$ cat src/hw/regfile_defs.svh
// ----------------------------
// Register file parameters
// Bus and register widths, field widths, reset values
// ----------------------------
`ifndef REGFILE_DEFS_SVH
`define REGFILE_DEFS_SVH

// Bus widths
`define RF_AXI_ADDR_W   8
`define RF_AXI_DATA_W   32
`define RF_REG_W        16

// Field widths
`define RF_PHY_ADDR_W   5
`define RF_PKT_LEN_W    2
`define RF_IDLE_LEN_W   16
`define RF_MEM_ADDR_W   15
`define RF_DATA_SEL_W   7
`define RF_PKT_DATA_W   9

// ----------------------------
// Reset values
// ----------------------------
`define RF_PHY_ADDR_RST 5'h1f
// broadcast_mode and opendrain_mode come up set
`define RF_MODE_RST     5'h14
`define RF_IDLE_LEN_RST 16'h7fff

`endif

$ cat src/hw/regfile_pkg.sv
// ----------------------------
// Register file types
// Register index, controller state, bus response
// ----------------------------
package regfile_pkg;

    // Word index, byte offset is 4 x index
    typedef enum logic [3:0] {
        PHY_ADDR      = 4'd0,
        MODE          = 4'd1,
        CAPTURE       = 4'd2,
        IDLE_LEN      = 4'd3,
        MDIO_MEM_ADDR = 4'd4,
        MDIO_DATA_SEL = 4'd5,
        MDIO_PKT_DATA = 4'd6,
        MDIO_READ     = 4'd7
    } reg_index_e;

    typedef enum logic [1:0] {
        IDLE       = 2'd0,
        WRITE_RESP = 2'd1,
        READ_DATA  = 2'd2
    } axil_state_e;

    typedef enum logic [1:0] {
        OKAY   = 2'b00,
        SLVERR = 2'b10
    } axil_resp_e;

endpackage

$ cat src/hw/reg_access_if.sv
// ----------------------------
// Register access interface
// Bus controller to config bank and command bank
// ----------------------------
`timescale 1ns/1ps
`include "regfile_defs.svh"

interface reg_access_if;
    import regfile_pkg::*;

    logic                   wr_en;
    reg_index_e             index;
    logic [`RF_REG_W-1:0]   wdata;
    // Each bank drives zero outside its own indices
    logic [`RF_REG_W-1:0]   cfg_rdata;
    logic [`RF_REG_W-1:0]   cmd_rdata;

    modport ctrl (
        output wr_en,
        output index,
        output wdata,
        input  cfg_rdata,
        input  cmd_rdata
    );

    modport cfg (
        input  wr_en,
        input  index,
        input  wdata,
        output cfg_rdata
    );

    modport cmd (
        input  wr_en,
        input  index,
        input  wdata,
        output cmd_rdata
    );

endinterface

$ cat src/hw/axil_reg_ctrl.sv
// ----------------------------
// AXI4-Lite slave controller
// Index decode, write strobe, read data merge,
// single outstanding transaction
// ----------------------------
`timescale 1ns/1ps
`include "regfile_defs.svh"

module axil_reg_ctrl (
    input  logic                        clk,
    input  logic                        arst_n,

    input  logic [`RF_AXI_ADDR_W-1:0]   awaddr,
    input  logic                        awvalid,
    output logic                        awready,
    input  logic [`RF_AXI_DATA_W-1:0]   wdata,
    input  logic [`RF_AXI_DATA_W/8-1:0] wstrb,
    input  logic                        wvalid,
    output logic                        wready,
    output logic                        bvalid,
    output regfile_pkg::axil_resp_e     bresp,
    input  logic                        bready,

    input  logic [`RF_AXI_ADDR_W-1:0]   araddr,
    input  logic                        arvalid,
    output logic                        arready,
    output logic                        rvalid,
    output logic [`RF_AXI_DATA_W-1:0]   rdata,
    output regfile_pkg::axil_resp_e     rresp,
    input  logic                        rready,

    reg_access_if.ctrl                  regs
);
    import regfile_pkg::*;

    axil_state_e                state_q;
    axil_state_e                state_d;
    axil_resp_e                 bresp_q;
    axil_resp_e                 rresp_q;
    logic [`RF_REG_W-1:0]       rdata_q;

    logic                       in_idle;
    logic                       wr_pair;
    logic                       wr_hs;
    logic                       rd_hs;
    logic [`RF_AXI_ADDR_W-1:0]  sel_addr;
    logic                       mapped;
    logic [`RF_REG_W-1:0]       merged_rdata;

    // ----------------------------
    // Handshake and decode
    // ----------------------------
    assign in_idle = (state_q == IDLE);
    assign wr_pair = awvalid & wvalid;

    // Writes win when both channels are waiting
    assign awready = in_idle & wr_pair;
    assign wready  = in_idle & wr_pair;
    assign arready = in_idle & arvalid & ~wr_pair;

    assign wr_hs = awready;
    assign rd_hs = arready;

    assign sel_addr = wr_pair ? awaddr : araddr;

    // Index 8 and up, or any address bit above the index field, is unmapped
    assign mapped = ~|sel_addr[`RF_AXI_ADDR_W-1:5];

    // Write strobe ignored and the full register is replaced
    assign regs.wr_en = wr_hs & mapped;
    assign regs.index = reg_index_e'(sel_addr[5:2]);
    assign regs.wdata = wdata[`RF_REG_W-1:0];

    assign merged_rdata = regs.cfg_rdata | regs.cmd_rdata;

    // ----------------------------
    // State machine
    // ----------------------------
    always_comb begin
        state_d = state_q;
        case (state_q)
            IDLE: begin
                if (wr_hs) begin
                    state_d = WRITE_RESP;
                end else if (rd_hs) begin
                    state_d = READ_DATA;
                end
            end
            WRITE_RESP: begin
                if (bready) begin
                    state_d = IDLE;
                end
            end
            READ_DATA: begin
                if (rready) begin
                    state_d = IDLE;
                end
            end
            default: state_d = IDLE;
        endcase
    end

    always_ff @(posedge clk or negedge arst_n) begin
        if (!arst_n) begin
            state_q <= IDLE;
            bresp_q <= OKAY;
            rresp_q <= OKAY;
        end else begin
            state_q <= state_d;
            if (wr_hs) begin
                bresp_q <= mapped ? OKAY : SLVERR;
            end
            if (rd_hs) begin
                rresp_q <= mapped ? OKAY : SLVERR;
            end
        end
    end

    // Read data captured on the address handshake and held until accepted
    always_ff @(posedge clk or negedge arst_n) begin
        if (!arst_n) begin
            rdata_q <= '0;
        end else if (rd_hs) begin
            rdata_q <= mapped ? merged_rdata : '0;
        end
    end

    assign bvalid = (state_q == WRITE_RESP);
    assign bresp  = bresp_q;
    assign rvalid = (state_q == READ_DATA);
    assign rresp  = rresp_q;
    assign rdata  = {{(`RF_AXI_DATA_W-`RF_REG_W){1'b0}}, rdata_q};

endmodule

$ cat src/hw/cfg_reg_bank.sv
// ----------------------------
// Configuration register bank
// Read/write fields of indices 0 to 5
// ----------------------------
`timescale 1ns/1ps
`include "regfile_defs.svh"

module cfg_reg_bank (
    input  logic                        clk,
    input  logic                        arst_n,
    reg_access_if.cfg                   regs,

    output logic [`RF_PHY_ADDR_W-1:0]   legal_phy_addr,
    output logic [`RF_PHY_ADDR_W-1:0]   legal_phy_addr_mask,
    output logic [`RF_PHY_ADDR_W-1:0]   broadcast_addr,
    output logic                        broadcast_mode,
    output logic                        non_zero_detect,
    output logic                        opendrain_mode,
    output logic                        watchdog_enable,
    output logic                        sync_select,
    output logic                        self_test_mode,
    output logic [`RF_PKT_LEN_W-1:0]    pkt_data_length,
    output logic                        capture_mode,
    output logic                        path96_en,
    output logic [`RF_IDLE_LEN_W-1:0]   pkt_idle_length,
    output logic [`RF_MEM_ADDR_W-1:0]   mdio_memory_addr,
    output logic [`RF_DATA_SEL_W-1:0]   mdio_data_sel
);
    import regfile_pkg::*;

    logic [4:0] mode_q;

    // ----------------------------
    // Field registers
    // ----------------------------
    always_ff @(posedge clk or negedge arst_n) begin
        if (!arst_n) begin
            legal_phy_addr      <= `RF_PHY_ADDR_RST;
            legal_phy_addr_mask <= `RF_PHY_ADDR_RST;
            broadcast_addr      <= `RF_PHY_ADDR_RST;
            mode_q              <= `RF_MODE_RST;
            self_test_mode      <= 1'b0;
            pkt_data_length     <= '0;
            capture_mode        <= 1'b0;
            path96_en           <= 1'b1;
            pkt_idle_length     <= `RF_IDLE_LEN_RST;
            mdio_memory_addr    <= '0;
            mdio_data_sel       <= '0;
        end else if (regs.wr_en) begin
            case (regs.index)
                PHY_ADDR: begin
                    legal_phy_addr      <= regs.wdata[14:10];
                    legal_phy_addr_mask <= regs.wdata[9:5];
                    broadcast_addr      <= regs.wdata[4:0];
                end
                MODE: begin
                    mode_q <= regs.wdata[4:0];
                end
                CAPTURE: begin
                    // Bits 2 and 1 belong to the command bank
                    self_test_mode  <= regs.wdata[6];
                    pkt_data_length <= regs.wdata[5:4];
                    capture_mode    <= regs.wdata[3];
                    path96_en       <= regs.wdata[0];
                end
                IDLE_LEN: begin
                    pkt_idle_length <= regs.wdata[`RF_IDLE_LEN_W-1:0];
                end
                MDIO_MEM_ADDR: begin
                    mdio_memory_addr <= regs.wdata[`RF_MEM_ADDR_W-1:0];
                end
                MDIO_DATA_SEL: begin
                    mdio_data_sel <= regs.wdata[`RF_DATA_SEL_W-1:0];
                end
                default: ;
            endcase
        end
    end

    assign broadcast_mode  = mode_q[4];
    assign non_zero_detect = mode_q[3];
    assign opendrain_mode  = mode_q[2];
    assign watchdog_enable = mode_q[1];
    assign sync_select     = mode_q[0];

    // ----------------------------
    // Read words
    // ----------------------------
    always_comb begin
        case (regs.index)
            PHY_ADDR:
                regs.cfg_rdata = {1'b0, legal_phy_addr, legal_phy_addr_mask, broadcast_addr};
            MODE:
                regs.cfg_rdata = {11'b0, mode_q};
            CAPTURE:
                regs.cfg_rdata = {9'b0, self_test_mode, pkt_data_length, capture_mode,
                                  2'b00, path96_en};
            IDLE_LEN:
                regs.cfg_rdata = pkt_idle_length;
            MDIO_MEM_ADDR:
                regs.cfg_rdata = {{(`RF_REG_W-`RF_MEM_ADDR_W){1'b0}}, mdio_memory_addr};
            MDIO_DATA_SEL:
                regs.cfg_rdata = {{(`RF_REG_W-`RF_DATA_SEL_W){1'b0}}, mdio_data_sel};
            default:
                regs.cfg_rdata = '0;
        endcase
    end

endmodule

$ cat src/hw/cmd_status_regs.sv
// ----------------------------
// Command and status registers
// Self-clearing pulses for indices 2 and 7,
// device-loaded packet data at index 6
// ----------------------------
`timescale 1ns/1ps
`include "regfile_defs.svh"

module cmd_status_regs (
    input  logic                        clk,
    input  logic                        arst_n,
    reg_access_if.cmd                   regs,

    input  logic [`RF_PKT_DATA_W-1:0]   mdio_pkt_data,
    input  logic                        mdio_pkt_data_we,

    output logic                        capture_start,
    output logic                        capture_again,
    output logic                        mdio_read_pulse
);
    import regfile_pkg::*;

    logic                       wr_capture;
    logic                       wr_read;
    logic [`RF_PKT_DATA_W-1:0]  pkt_data_q;

    assign wr_capture = regs.wr_en & (regs.index == CAPTURE);
    assign wr_read    = regs.wr_en & (regs.index == MDIO_READ);

    // ----------------------------
    // One-cycle command pulses
    // ----------------------------
    // wr_en lasts a single cycle, so each pulse drops on the next edge
    always_ff @(posedge clk or negedge arst_n) begin
        if (!arst_n) begin
            capture_start   <= 1'b0;
            capture_again   <= 1'b0;
            mdio_read_pulse <= 1'b0;
        end else begin
            capture_start   <= wr_capture & regs.wdata[2];
            capture_again   <= wr_capture & regs.wdata[1];
            mdio_read_pulse <= wr_read & regs.wdata[0];
        end
    end

    // Packet data holding register, bus writes have no effect
    always_ff @(posedge clk or negedge arst_n) begin
        if (!arst_n) begin
            pkt_data_q <= '0;
        end else if (mdio_pkt_data_we) begin
            pkt_data_q <= mdio_pkt_data;
        end
    end

    // Command bits always read back as zero
    always_comb begin
        if (regs.index == MDIO_PKT_DATA) begin
            regs.cmd_rdata = {{(`RF_REG_W-`RF_PKT_DATA_W){1'b0}}, pkt_data_q};
        end else begin
            regs.cmd_rdata = '0;
        end
    end

endmodule

$ cat src/hw/top_regfile.sv
// ----------------------------
// Register file top level
// AXI4-Lite slave, config bank, command bank
// ----------------------------
`timescale 1ns/1ps
`include "regfile_defs.svh"

module top_regfile (
    input  logic                        clk,
    input  logic                        arst_n,

    // AXI4-Lite slave
    input  logic [`RF_AXI_ADDR_W-1:0]   s_axil_awaddr,
    input  logic                        s_axil_awvalid,
    output logic                        s_axil_awready,
    input  logic [`RF_AXI_DATA_W-1:0]   s_axil_wdata,
    input  logic [`RF_AXI_DATA_W/8-1:0] s_axil_wstrb,
    input  logic                        s_axil_wvalid,
    output logic                        s_axil_wready,
    output logic                        s_axil_bvalid,
    output regfile_pkg::axil_resp_e     s_axil_bresp,
    input  logic                        s_axil_bready,
    input  logic [`RF_AXI_ADDR_W-1:0]   s_axil_araddr,
    input  logic                        s_axil_arvalid,
    output logic                        s_axil_arready,
    output logic                        s_axil_rvalid,
    output logic [`RF_AXI_DATA_W-1:0]   s_axil_rdata,
    output regfile_pkg::axil_resp_e     s_axil_rresp,
    input  logic                        s_axil_rready,

    // Configuration fields
    output logic [`RF_PHY_ADDR_W-1:0]   legal_phy_addr,
    output logic [`RF_PHY_ADDR_W-1:0]   legal_phy_addr_mask,
    output logic [`RF_PHY_ADDR_W-1:0]   broadcast_addr,
    output logic                        broadcast_mode,
    output logic                        non_zero_detect,
    output logic                        opendrain_mode,
    output logic                        watchdog_enable,
    output logic                        sync_select,
    output logic                        self_test_mode,
    output logic [`RF_PKT_LEN_W-1:0]    pkt_data_length,
    output logic                        capture_mode,
    output logic                        path96_en,
    output logic [`RF_IDLE_LEN_W-1:0]   pkt_idle_length,
    output logic [`RF_MEM_ADDR_W-1:0]   mdio_memory_addr,
    output logic [`RF_DATA_SEL_W-1:0]   mdio_data_sel,

    // Commands and device capture
    output logic                        capture_start,
    output logic                        capture_again,
    output logic                        mdio_read_pulse,
    input  logic [`RF_PKT_DATA_W-1:0]   mdio_pkt_data,
    input  logic                        mdio_pkt_data_we
);

    reg_access_if regs ();

    axil_reg_ctrl u_ctrl (
        .clk     (clk),
        .arst_n  (arst_n),
        .awaddr  (s_axil_awaddr),
        .awvalid (s_axil_awvalid),
        .awready (s_axil_awready),
        .wdata   (s_axil_wdata),
        .wstrb   (s_axil_wstrb),
        .wvalid  (s_axil_wvalid),
        .wready  (s_axil_wready),
        .bvalid  (s_axil_bvalid),
        .bresp   (s_axil_bresp),
        .bready  (s_axil_bready),
        .araddr  (s_axil_araddr),
        .arvalid (s_axil_arvalid),
        .arready (s_axil_arready),
        .rvalid  (s_axil_rvalid),
        .rdata   (s_axil_rdata),
        .rresp   (s_axil_rresp),
        .rready  (s_axil_rready),
        .regs    (regs.ctrl)
    );

    cfg_reg_bank u_cfg (
        .clk                 (clk),
        .arst_n              (arst_n),
        .regs                (regs.cfg),
        .legal_phy_addr      (legal_phy_addr),
        .legal_phy_addr_mask (legal_phy_addr_mask),
        .broadcast_addr      (broadcast_addr),
        .broadcast_mode      (broadcast_mode),
        .non_zero_detect     (non_zero_detect),
        .opendrain_mode      (opendrain_mode),
        .watchdog_enable     (watchdog_enable),
        .sync_select         (sync_select),
        .self_test_mode      (self_test_mode),
        .pkt_data_length     (pkt_data_length),
        .capture_mode        (capture_mode),
        .path96_en           (path96_en),
        .pkt_idle_length     (pkt_idle_length),
        .mdio_memory_addr    (mdio_memory_addr),
        .mdio_data_sel       (mdio_data_sel)
    );

    cmd_status_regs u_cmd (
        .clk              (clk),
        .arst_n           (arst_n),
        .regs             (regs.cmd),
        .mdio_pkt_data    (mdio_pkt_data),
        .mdio_pkt_data_we (mdio_pkt_data_we),
        .capture_start    (capture_start),
        .capture_again    (capture_again),
        .mdio_read_pulse  (mdio_read_pulse)
    );

endmodule

$ cat config.mk
export PLATFORM = sky130hd
export DESIGN_NAME = top_regfile
export DESIGN_NICKNAME = d
export VERILOG_FILES = /design/src/hw/regfile_pkg.sv /design/src/hw/reg_access_if.sv /design/src/hw/axil_reg_ctrl.sv /design/src/hw/cfg_reg_bank.sv /design/src/hw/cmd_status_regs.sv /design/src/hw/top_regfile.sv
export VERILOG_INCLUDE_DIRS = /design/src /design/src/hw
export SDC_FILE = /design/constraint.sdc
export NUM_CORES = 1
export LEC_CHECK = 0
export BUFFER_PORTS_ARGS = -buffer_cell sky130_fd_sc_hd__buf_2
export CORE_ASPECT_RATIO = 1.25
export CORE_MARGIN = 1
export CORE_UTILIZATION = 25
export DETAILED_ROUTE_END_ITERATION = 12
export RECOVER_POWER = 50
export SLEW_MARGIN = 20
export SYNTH_ARGS = -nofsm -noshare
export SYNTH_HDL_FRONTEND = slang
export SYNTH_HIERARCHICAL = 1
export SYNTH_SLANG_ARGS = --single-unit
$ cat constraint.sdc
create_clock -name clk -period 3 [get_ports clk]
set_input_delay 0.15 -clock clk [delete_from_list [all_inputs] [get_ports clk]]
set_output_delay 0.15 -clock clk [all_outputs]
set_load 0.03 [all_outputs]
==> results.json, run 1 <==
{
  "outcome": "finished, final reports clean",
  "endpoint_kind": "flip-flop",
  "post-route-period-util": 0.742,
  "yosys.cell_types.count": 51,
  "synth_edf_count": 0,
  "wirelength_mm": 13.7,
  "worstSetupPathType": "flip-flop to flip-flop",
  "fin_nets": 564,
  "place_area_sq_mm": 0.00558,
  "port_buffers": 133,
  "avgSynthCellArea_sq_um": 13.1,
  "skew_ps": 9.57,
  "dr.first_iter.drc_count": 129,
  "die_y_microns": 158,
  "finalSetupViolations": 0,
  "ir_drop_v": 0.000272,
  "crit_path_top_delay_cell": "dfrtp_1",
  "slew_headroom": 0.0393,
  "area_delta_synth_final_pct": 20.1,
  "wl_per_cell_microns": 18.8,
  "cp-start-kind": "flip-flop",
  "dp_hpwl_mm": 10.1,
  "cp_cell_sequence": "nor2_1 -> nand3_1 -> nor2_1 -> nor3b_2 -> and3_1 -> buf_4 -> mux2_2",
  "drc": 0,
  "synth_top_area_cell": "dfrtp_1",
  "fin_crit_ps": 2230,
  "ant_nets": 0,
  "yosysWarningCount": 6,
  "antenna_found_initial": 0,
  "via_per_inst": 4.55,
  "yosysMostFrequentCell": "dfrtp_1",
  "drive_gt1_frac": 0.422,
  "synth-main-ff-cell": "dfrtp_1",
  "numCtsBuffers": 9,
  "hold_violations": 0,
  "seq_area_sq_mm": 0.00242,
  "grt_overflow": 0,
  "pwr_density_cell_mw_per_mm2": 543,
  "core_sq_mm": 0.0189,
  "critPathMaxStageDelay_ps": 420,
  "start_util": 0.256,
  "fmax_ghz": 0.449,
  "cts.htree.levels": 3,
  "cts_tree": "built",
  "grt_setup_unrepaired": "false",
  "worstPathRequired_ps": 3270,
  "ys_seq_area_frac": 0.498,
  "drtPass1Iterations": 5,
  "gp_congestion": 0.734,
  "maxSlewViolCount": 0,
  "diodes": 0,
  "place_ws_ps": 387,
  "synth.top_cells.by_count": "62 x dfrtp_1, 60 x mux2_2, 44 x buf_4",
  "path_max_fanout": 10,
  "multi_input_area_sq_mm": 0.00206,
  "post-cts-setup-buffer-count": 0,
  "die-area_sq_mm": 0.0200,
  "cts_root_buf": "clkbuf_16",
  "min_path_cells": 2,
  "async_flop_share": 1.00,
  "clk_pin_slew_ps": 70,
  "crit_top_cell": "nor2_1",
  "final_area_sq_mm": 0.00583,
  "hold_path.class": "input port to flip-flop",
  "clkLatencyLatePin_ps": 350,
  "grt_use_total": 0.144,
  "r2r_cells": 7,
  "vias": 3330,
  "setup_tns_ps": 0,
  "grt_max_degree": 59,
  "synthTopCellsByArea": "dfrtp_1 32%, dfstp_2 18%, mux2_2 14%",
  "setup_ws_ps": 773,
  "placementRows": 56,
  "cts_buffer_depth": 2,
  "cap_violations": 0,
  "first_global_vias": 3479,
  "arrival_ps": 2500,
  "clkSinkCount": 95,
  "p_leak_nw": 2.71,
  "syn-instance-count": 369,
  "fill_cells": 1965,
  "netlist.area_leader.share": 0.320,
  "worst_pin_slew_ps": 1440,
  "syn_area_sq_mm": 0.00485,
  "grt_pass1_wl_mm": 21.0,
  "ys_seq_elements": 95,
  "die_w_microns": 127,
  "ios": 176
}
==> power by group <==
part | total [mW] | internal [mW] | switching [mW]
Clock | 1.19 | 0.693 | 0.496
Sequential | 1.43 | 1.37 | 0.0560
Combinational | 0.546 | 0.172 | 0.374
==> metrics by stage <==
step / hold slack, ps / instances / utilization / power [mW]
2_1_floorplan: -146 / 392 / - / 1.85
3_3_place_gp: 261 / 713 / 0.295 / 2.00
3_5_place_dp: 275 / 713 / 0.295 / 2.02
4_1_cts: 3.65 / 732 / 0.313 / 3.24
5_1_grt: 7.78 / 732 / 0.308 / 3.33
6_report: 17.0 / 732 / 0.308 / 3.17
==> worst max-delay path: cells and delay by family, from the launching register on <==
| family | cells | cell delay [ps] |
|---|---|---|
| DFF | 1 | 420 |
| and+or+nand+nor | 5 | 1140 |
| buffers and inverters | 1 | 230 |
| muxes | 1 | 360 |
==> area by class of cell <==
class / count / share of cell area
well taps: 232 / 0.0498
inverters: 11 / 0.00709
clock buffers: 12 / 0.0440
multi-input cells: 228 / 0.353
clock inverters: 4 / 0.00923
flip-flops and latches: 95 / 0.415
repair buffers: 150 / 0.122
==> kinds of logic (layout without fill, tap and decap cells) <==
family                 count (synthesis)  count (layout)  synth area share
other                                  2              25           0.00155
buffers and inverters                 69             177            0.0970
DFF                                   95              95             0.498
AOI/OAI and AO/OA                     59              59             0.110
and+or+nand+nor                       49              49            0.0691
muxes                                 95              95             0.224
==> layer usage <==
layer,part of all wire,global-route usage,vias up
met2,0.50,0.242,125
met1,0.43,0.175,1659
met4,0.018,0.0557,0
li1,-,-,1531
met3,0.055,0.0385,15
met5,0,0,-
==> state kept, by name (all words and copies together) (netlist names), 2 cells and up <==
register and count:
u_cfg/broadcast_addr 5, u_cfg/legal_phy_addr 5, u_cfg/legal_phy_addr_mask 5, u_cfg/mdio_data_sel 7, u_cfg/mdio_memory_addr 15, u_cfg/mode_q 5
u_cfg/pkt_data_length 2, u_cfg/pkt_idle_length 16, u_cmd/pkt_data_q 9, u_ctrl/rdata_q 16, u_ctrl/state_q 2
==> placed cells by master (no fill, tap or decap), types with 3 or more instances in the layout <==
master         netlist  final
conb_1               2     25
clkbuf_16            0      9
o211ai_1            12     12
mux2_1               8      8
o31ai_1              4      4
dfstp_2             33     33
o2bb2ai_1            3      3
mux2_2              60     60
o21ai_0              9      9
clkbuf_1             4     73
buf_4               44     14
and3_1               4      4
o2bb2ai_2            8      8
nor2_1               9      9
a222oi_1             8      8
mux2_4              10     10
nand2_1              6      6
o22a_1               3      3
buf_2                6     60
dfrtp_1             62     62
dlygate4sd3_1        0      3
and2_1              10     10
inv_1               11     11
mux2i_1             17     17
==> worst paths after layout <==
| kind | start | to | slack (ps) |
|---|---|---|---|
| worst max-delay path | u_ctrl/state_q[0] | u_cfg/pkt_idle_length[8] | 770 |
| worst min-delay path | mdio_pkt_data[5] | u_cmd/pkt_data_q[5] | 20 |
| worst max register to register | u_ctrl/state_q[0] | u_cfg/pkt_idle_length[8] | 770 |
| worst min register to register | u_cmd/pkt_data_q[4] | u_cmd/pkt_data_q[4] | 480 |
| max in group asynchronous | arst_n | u_cfg/legal_phy_addr_mask[0] | 1250 |
| min in group asynchronous | arst_n | u_cfg/mdio_memory_addr[11] | 690 |
==> timing repair <==
action                                  in CTS  in global routing
resized for setup                            0                  0
hold buffers                                 3                  0
endpoints found under the setup margin       0                  0
hold endpoints to repair                    38                  0
No activity file was read; power rests on OpenSTA's default activity.
==> run 2, diff against run 1 <==
- clock period: 3 -> 1.8 ns (I/O delays scaled with it)
==> run 2 against run 1 <==
  * Global-route usage shrank 0.18 points
  * Largest cell class unchanged
  * Routed wire length grew 0.23%
  * Hold slack lost 5.6 ps
  * Sequential share of layout area shrank 3.4 points
  * Via count grew 2.6%
  * Final cell count grew 4.5%
  * Clock power grew 64%
  * Clock-buffer cell count is the same
  * Setup slack lost 820 ps
  * Register-to-register slack lost 820 ps
  * Sequential cell count is the same
  * Combinational power grew 89%
  * The run now ends with negative setup slack left
==> results.json, run 2 (synthesis results as in run 1) <==
{
  "outcome": "finished with violations",
  "failed_checks": "negative setup slack",
  "grt_max_degree": 56,
  "maxSlewViolCount": 0,
  "cts_root_buf": "clkbuf_16",
  "final_cell_mix": "116 x buf_2, 62 x dfrtp_1, 44 x mux2_2, 33 x dfstp_2, 29 x mux2_4",
  "pwr_density_cell_mw_per_mm2": 843,
  "clk_pin_slew_ps": 70,
  "drtPass1Iterations": 5,
  "p_total_mw": 5.36,
  "p_leak_nw": 3.17,
  "post-route-period-util": 1.02,
  "cts_buffer_depth": 2,
  "drive_gt1_frac": 0.557,
  "setup_ws_ps": -43.4,
  "finalSetupViolations": 16,
  "first_global_vias": 3616,
  "grt_use_total": 0.142,
  "area_delta_synth_final_pct": 30.9,
  "diodes": 0,
  "start_util": 0.256,
  "grt_pass1_wl_mm": 21.1,
  "dp_hpwl_mm": 10.1,
  "ios": 176,
  "fill_cells": 1916,
  "die_w_microns": 127,
  "clkLatencyLatePin_ps": 340,
  "fmax_ghz": 0.542,
  "fin_crit_ps": 1840,
  "die-area_sq_mm": 0.0200,
  "hold_violations": 0,
  "clkSinkCount": 95,
  "skew_ps": 5.31,
  "via_per_inst": 4.47,
  "port_buffers": 133,
  "antenna_found_initial": 0,
  "die_y_microns": 158,
  "ir_drop_v": 0.000369,
  "cap_violations": 0,
  "worst_pin_slew_ps": 878,
  "worstPathRequired_ps": 2030,
  "reg_top3": "u_cfg/pkt_idle_length (16), u_ctrl/rdata_q (16), u_cfg/mdio_memory_addr (15)",
  "grt_setup_unrepaired": "true",
  "rrSetupSlack_ps": -40,
  "hold_path.class": "input port to flip-flop",
  "multi_input_area_sq_mm": 0.00216,
  "core_sq_mm": 0.0189,
  "vias": 3417,
  "arrival_ps": 2070,
  "cp-start-kind": "flip-flop",
  "drc": 0,
  "cts.htree.levels": 3,
  "cts_tree": "built",
  "grt_overflow": 0,
  "fin_nets": 597,
  "wl_per_cell_microns": 18.0,
  "placementRows": 56,
  "whs_ps": 11.3,
  "seq_area_sq_mm": 0.00242,
  "ant_nets": 0,
  "worstSetupPathType": "flip-flop to flip-flop",
  "path_max_fanout": 3,
  "final_common_cell": "buf_2",
  "wirelength_mm": 13.8,
  "slew_headroom": 0.415,
  "numCtsBuffers": 9,
  "gp_congestion": 0.750,
  "endpoint_kind": "flip-flop",
  "dr.first_iter.drc_count": 120
}
-- run 2: per-stage QoR --
step	instances	setup TNS [ps]	cell area (sq um)	util	setup slack, ps
6_report	765	-388	6350	0.336	-43.4
5_1_grt	765	-5740	6350	0.336	-130
4_1_cts	766	-434	6390	0.338	-39.6
3_5_place_dp	730	-14090	5830	0.308	-335
3_3_place_gp	730	-12710	5830	0.308	-274
2_1_floorplan	392	-8850	5020	-	-352
-- run 2: metal layers --
| metal | GRT usage | wire (microns) | up-vias |
|---|---|---|---|
| li1 | - | - | 1597 |
| met1 | 0.181 | 6200 | 1697 |
| met2 | 0.240 | 6730 | 117 |
| met3 | 0.0335 | 726 | 6 |
| met4 | 0.0361 | 114 | 0 |
| met5 | 0 | 0 | - |
-- run 2: area by class of cell --
class,instances,share of cell area
sequential,95,0.381
clock buffer,12,0.0388
multi-input combinational,228,0.340
clock inverter,4,0.00867
tap,232,0.0457
timing repair buffer,183,0.179
inverter,11,0.00650
-- run 2: worst paths after layout --
path                                     start                         to  depth (start not counted)
max in group asynchronous               arst_n         u_ctrl/rdata_q[11]                          3
min in group asynchronous               arst_n            u_cfg/mode_q[3]                          2
max reg2reg                  u_ctrl/state_q[0]  u_cfg/pkt_idle_length[15]                          7
min reg2reg                u_cmd/pkt_data_q[5]        u_cmd/pkt_data_q[5]                          1
max                          u_ctrl/state_q[0]  u_cfg/pkt_idle_length[15]                          7
min                           s_axil_wdata[13]  u_cfg/pkt_idle_length[13]                          2
-- run 2: report_power, final --
| part | switching, mW | leakage [nW] | internal, mW |
|---|---|---|---|
| registers | 0.0899 | 1.17 | 2.29 |
| clock network | 0.824 | 0.143 | 1.12 |
| logic | 0.649 | 1.85 | 0.382 |
| total | 1.56 | 3.17 | 3.79 |
-- run 2: critical path, cell delays in order (launching register included) --
cell,delay [ps]
dfrtp_1,390
nor2_2,150
nand3_2,140
nor2_4,130
nor3b_4,210
and3_4,280
buf_6,130
mux2_4,300
-- run 2: timing repair --
item / in CTS / in global routing
setup buffers: 4 / 0
hold buffers: 15 / 0
gates cloned: 1 / 0
endpoints found under the setup margin: 41 / 44
resized for setup: 15 / 2
hold endpoints to repair: 86 / 0
pin swaps: 4 / 4
==> run 3, diff against run 2 <==
- CORE_UTILIZATION: 25 -> 39
- MAX_ROUTING_LAYER: unset -> met4
- PLACE_DENSITY: unset -> 0.68
==> run 3 against run 2 <==
  * The flow now finishes without violations
  * Final cell count shrank 7.5%
  * Global-route usage grew 6.6 points
  * Sequential cell count is the same
  * Sequential share of layout area up 0.31 points
  * Register-to-register slack gained 50 ps
  * Hold slack improved by 3.8 ps
  * First-iteration DRC count rose by 26%
  * Core utilization rose by 18 points
  * Sequential power is essentially flat
  * Via count increased by 2.2%
==> results.json, run 3 (synthesis results as in run 1) <==
{
  "skew_ps": 5.61,
  "outcome": "finished, final reports clean",
  "cts_buffer_depth": 2,
  "arrival_ps": 2060,
  "slew_headroom": 0.405,
  "grt_overflow": 0,
  "final_cell_mix": "107 x buf_2, 62 x dfrtp_1, 47 x mux2_2, 34 x buf_4, 33 x dfstp_2",
  "via_per_inst": 4.93,
  "final_util": 0.518,
  "ant_nets": 0,
  "endpoint_kind": "flip-flop",
  "cts_tree": "built",
  "start_util": 0.399,
  "grt_max_degree": 39,
  "finalSetupViolations": 0,
  "final_area_sq_mm": 0.00630,
  "pwr_density_cell_mw_per_mm2": 841,
  "area_delta_synth_final_pct": 29.8,
  "fin_crit_ps": 1790,
  "dr.first_iter.drc_count": 151,
  "p_total_mw": 5.30,
  "numCtsBuffers": 9,
  "die_y_microns": 127,
  "dp_hpwl_mm": 9.35,
  "drive_gt1_frac": 0.546,
  "cts.htree.levels": 3,
  "fmax_ghz": 0.558,
  "cts_root_buf": "clkbuf_16",
  "clkLatencyLatePin_ps": 340,
  "multi_input_area_sq_mm": 0.00216,
  "first_global_vias": 3610,
  "core_sq_mm": 0.0122,
  "reg_top3": "u_cfg/pkt_idle_length (16), u_ctrl/rdata_q (16), u_cfg/mdio_memory_addr (15)",
  "final_common_cell": "buf_2",
  "hold_path.class": "input port to flip-flop",
  "cp-start-kind": "flip-flop",
  "setup_ws_ps": 8.81,
  "setup_tns_ps": 0,
  "p_leak_nw": 3.15,
  "vias": 3491,
  "grt_use_total": 0.208,
  "fill_cells": 1090,
  "place_ws_ps": -288,
  "wl_per_cell_microns": 17.5,
  "seq_area_sq_mm": 0.00242,
  "worst_pin_slew_ps": 893,
  "hold_violations": 0,
  "antenna_found_initial": 2,
  "ios": 176,
  "maxSlewViolCount": 0,
  "fin_nets": 606,
  "wirelength_mm": 12.4,
  "drc": 0,
  "clkSinkCount": 95,
  "path_max_fanout": 10,
  "grt_pass1_wl_mm": 19.3,
  "port_buffers": 133,
  "worstSetupPathType": "flip-flop to flip-flop",
  "clk_pin_slew_ps": 70,
  "die_w_microns": 102,
  "gp_congestion": 0.840,
  "placementRows": 45,
  "drtPass1Iterations": 5,
  "grt_setup_unrepaired": "true",
  "die-area_sq_mm": 0.0129,
  "place_area_sq_mm": 0.00579,
  "post-route-period-util": 0.995,
  "worstPathRequired_ps": 2060,
  "cap_violations": 0,
  "ir_drop_v": 0.000595
}
-- run 3: metal layers --
metal | track usage | wire [microns] | up-vias
li1 | - | - | 1613
met1 | 0.250 | 5150 | 1727
met2 | 0.345 | 6310 | 134
met3 | 0.0413 | 693 | 17
met4 | 0.0725 | 257 | 0
met5 | - | 0 | -
-- run 3: power breakdown --
part	internal, mW	switching [mW]	total (mW)
clock	1.11	0.774	1.89
sequential	2.29	0.0952	2.39
combinational	0.386	0.638	1.02
total	3.79	1.51	5.30
-- run 3: critical path: stages, from the launching register on --
cell and delay, ps:
dfrtp_1 390, nor2_2 140, nand3_2 110, nor2_4 110, nor3b_4 210, and3_4 250
buf_12 160, mux2_2 340
-- run 3: what timing repair did --
action                                  CTS  global route
endpoints found under the setup margin   41            47
gates cloned                              0             0
buffers inserted                          5             1
endpoints found under the hold margin    48             0
resized for setup                         5             8
pin swaps                                 4             2
hold buffers                             16             0
-- run 3: worst paths after layout --
check | start | endpoint | slack (ps) | cells after the start
setup / recovery | u_ctrl/state_q[0] | u_cfg/pkt_idle_length[3] | 9 | 7
hold / removal | s_axil_wdata[14] | u_cfg/pkt_idle_length[14] | 20 | 2
setup reg to reg | u_ctrl/state_q[0] | u_cfg/pkt_idle_length[3] | 9 | 7
hold reg to reg | u_cmd/pkt_data_q[6] | u_cmd/pkt_data_q[6] | 490 | 1
max in group asynchronous | arst_n | u_cfg/broadcast_addr[4] | 240 | 3
min in group asynchronous | arst_n | u_cmd/pkt_data_q[3] | 410 | 2
-- run 3: per-stage QoR --
step | instances | hold slack, ps
floorplan | 392 | -206
global placement | 668 | 73.4
detailed placement | 668 | 80.6
CTS | 705 | 4.74
global route | 708 | 11.6
finish | 708 | 15.2
-- run 3: cell type report --
class	count	share of cell area
clock inverters	5	0.00914
flip-flops and latches	95	0.384
multi-input cells	228	0.343
clock buffers	11	0.0385
repair buffers	192	0.186
inverters	11	0.00655
well taps	164	0.0326
diodes	2	0.000794
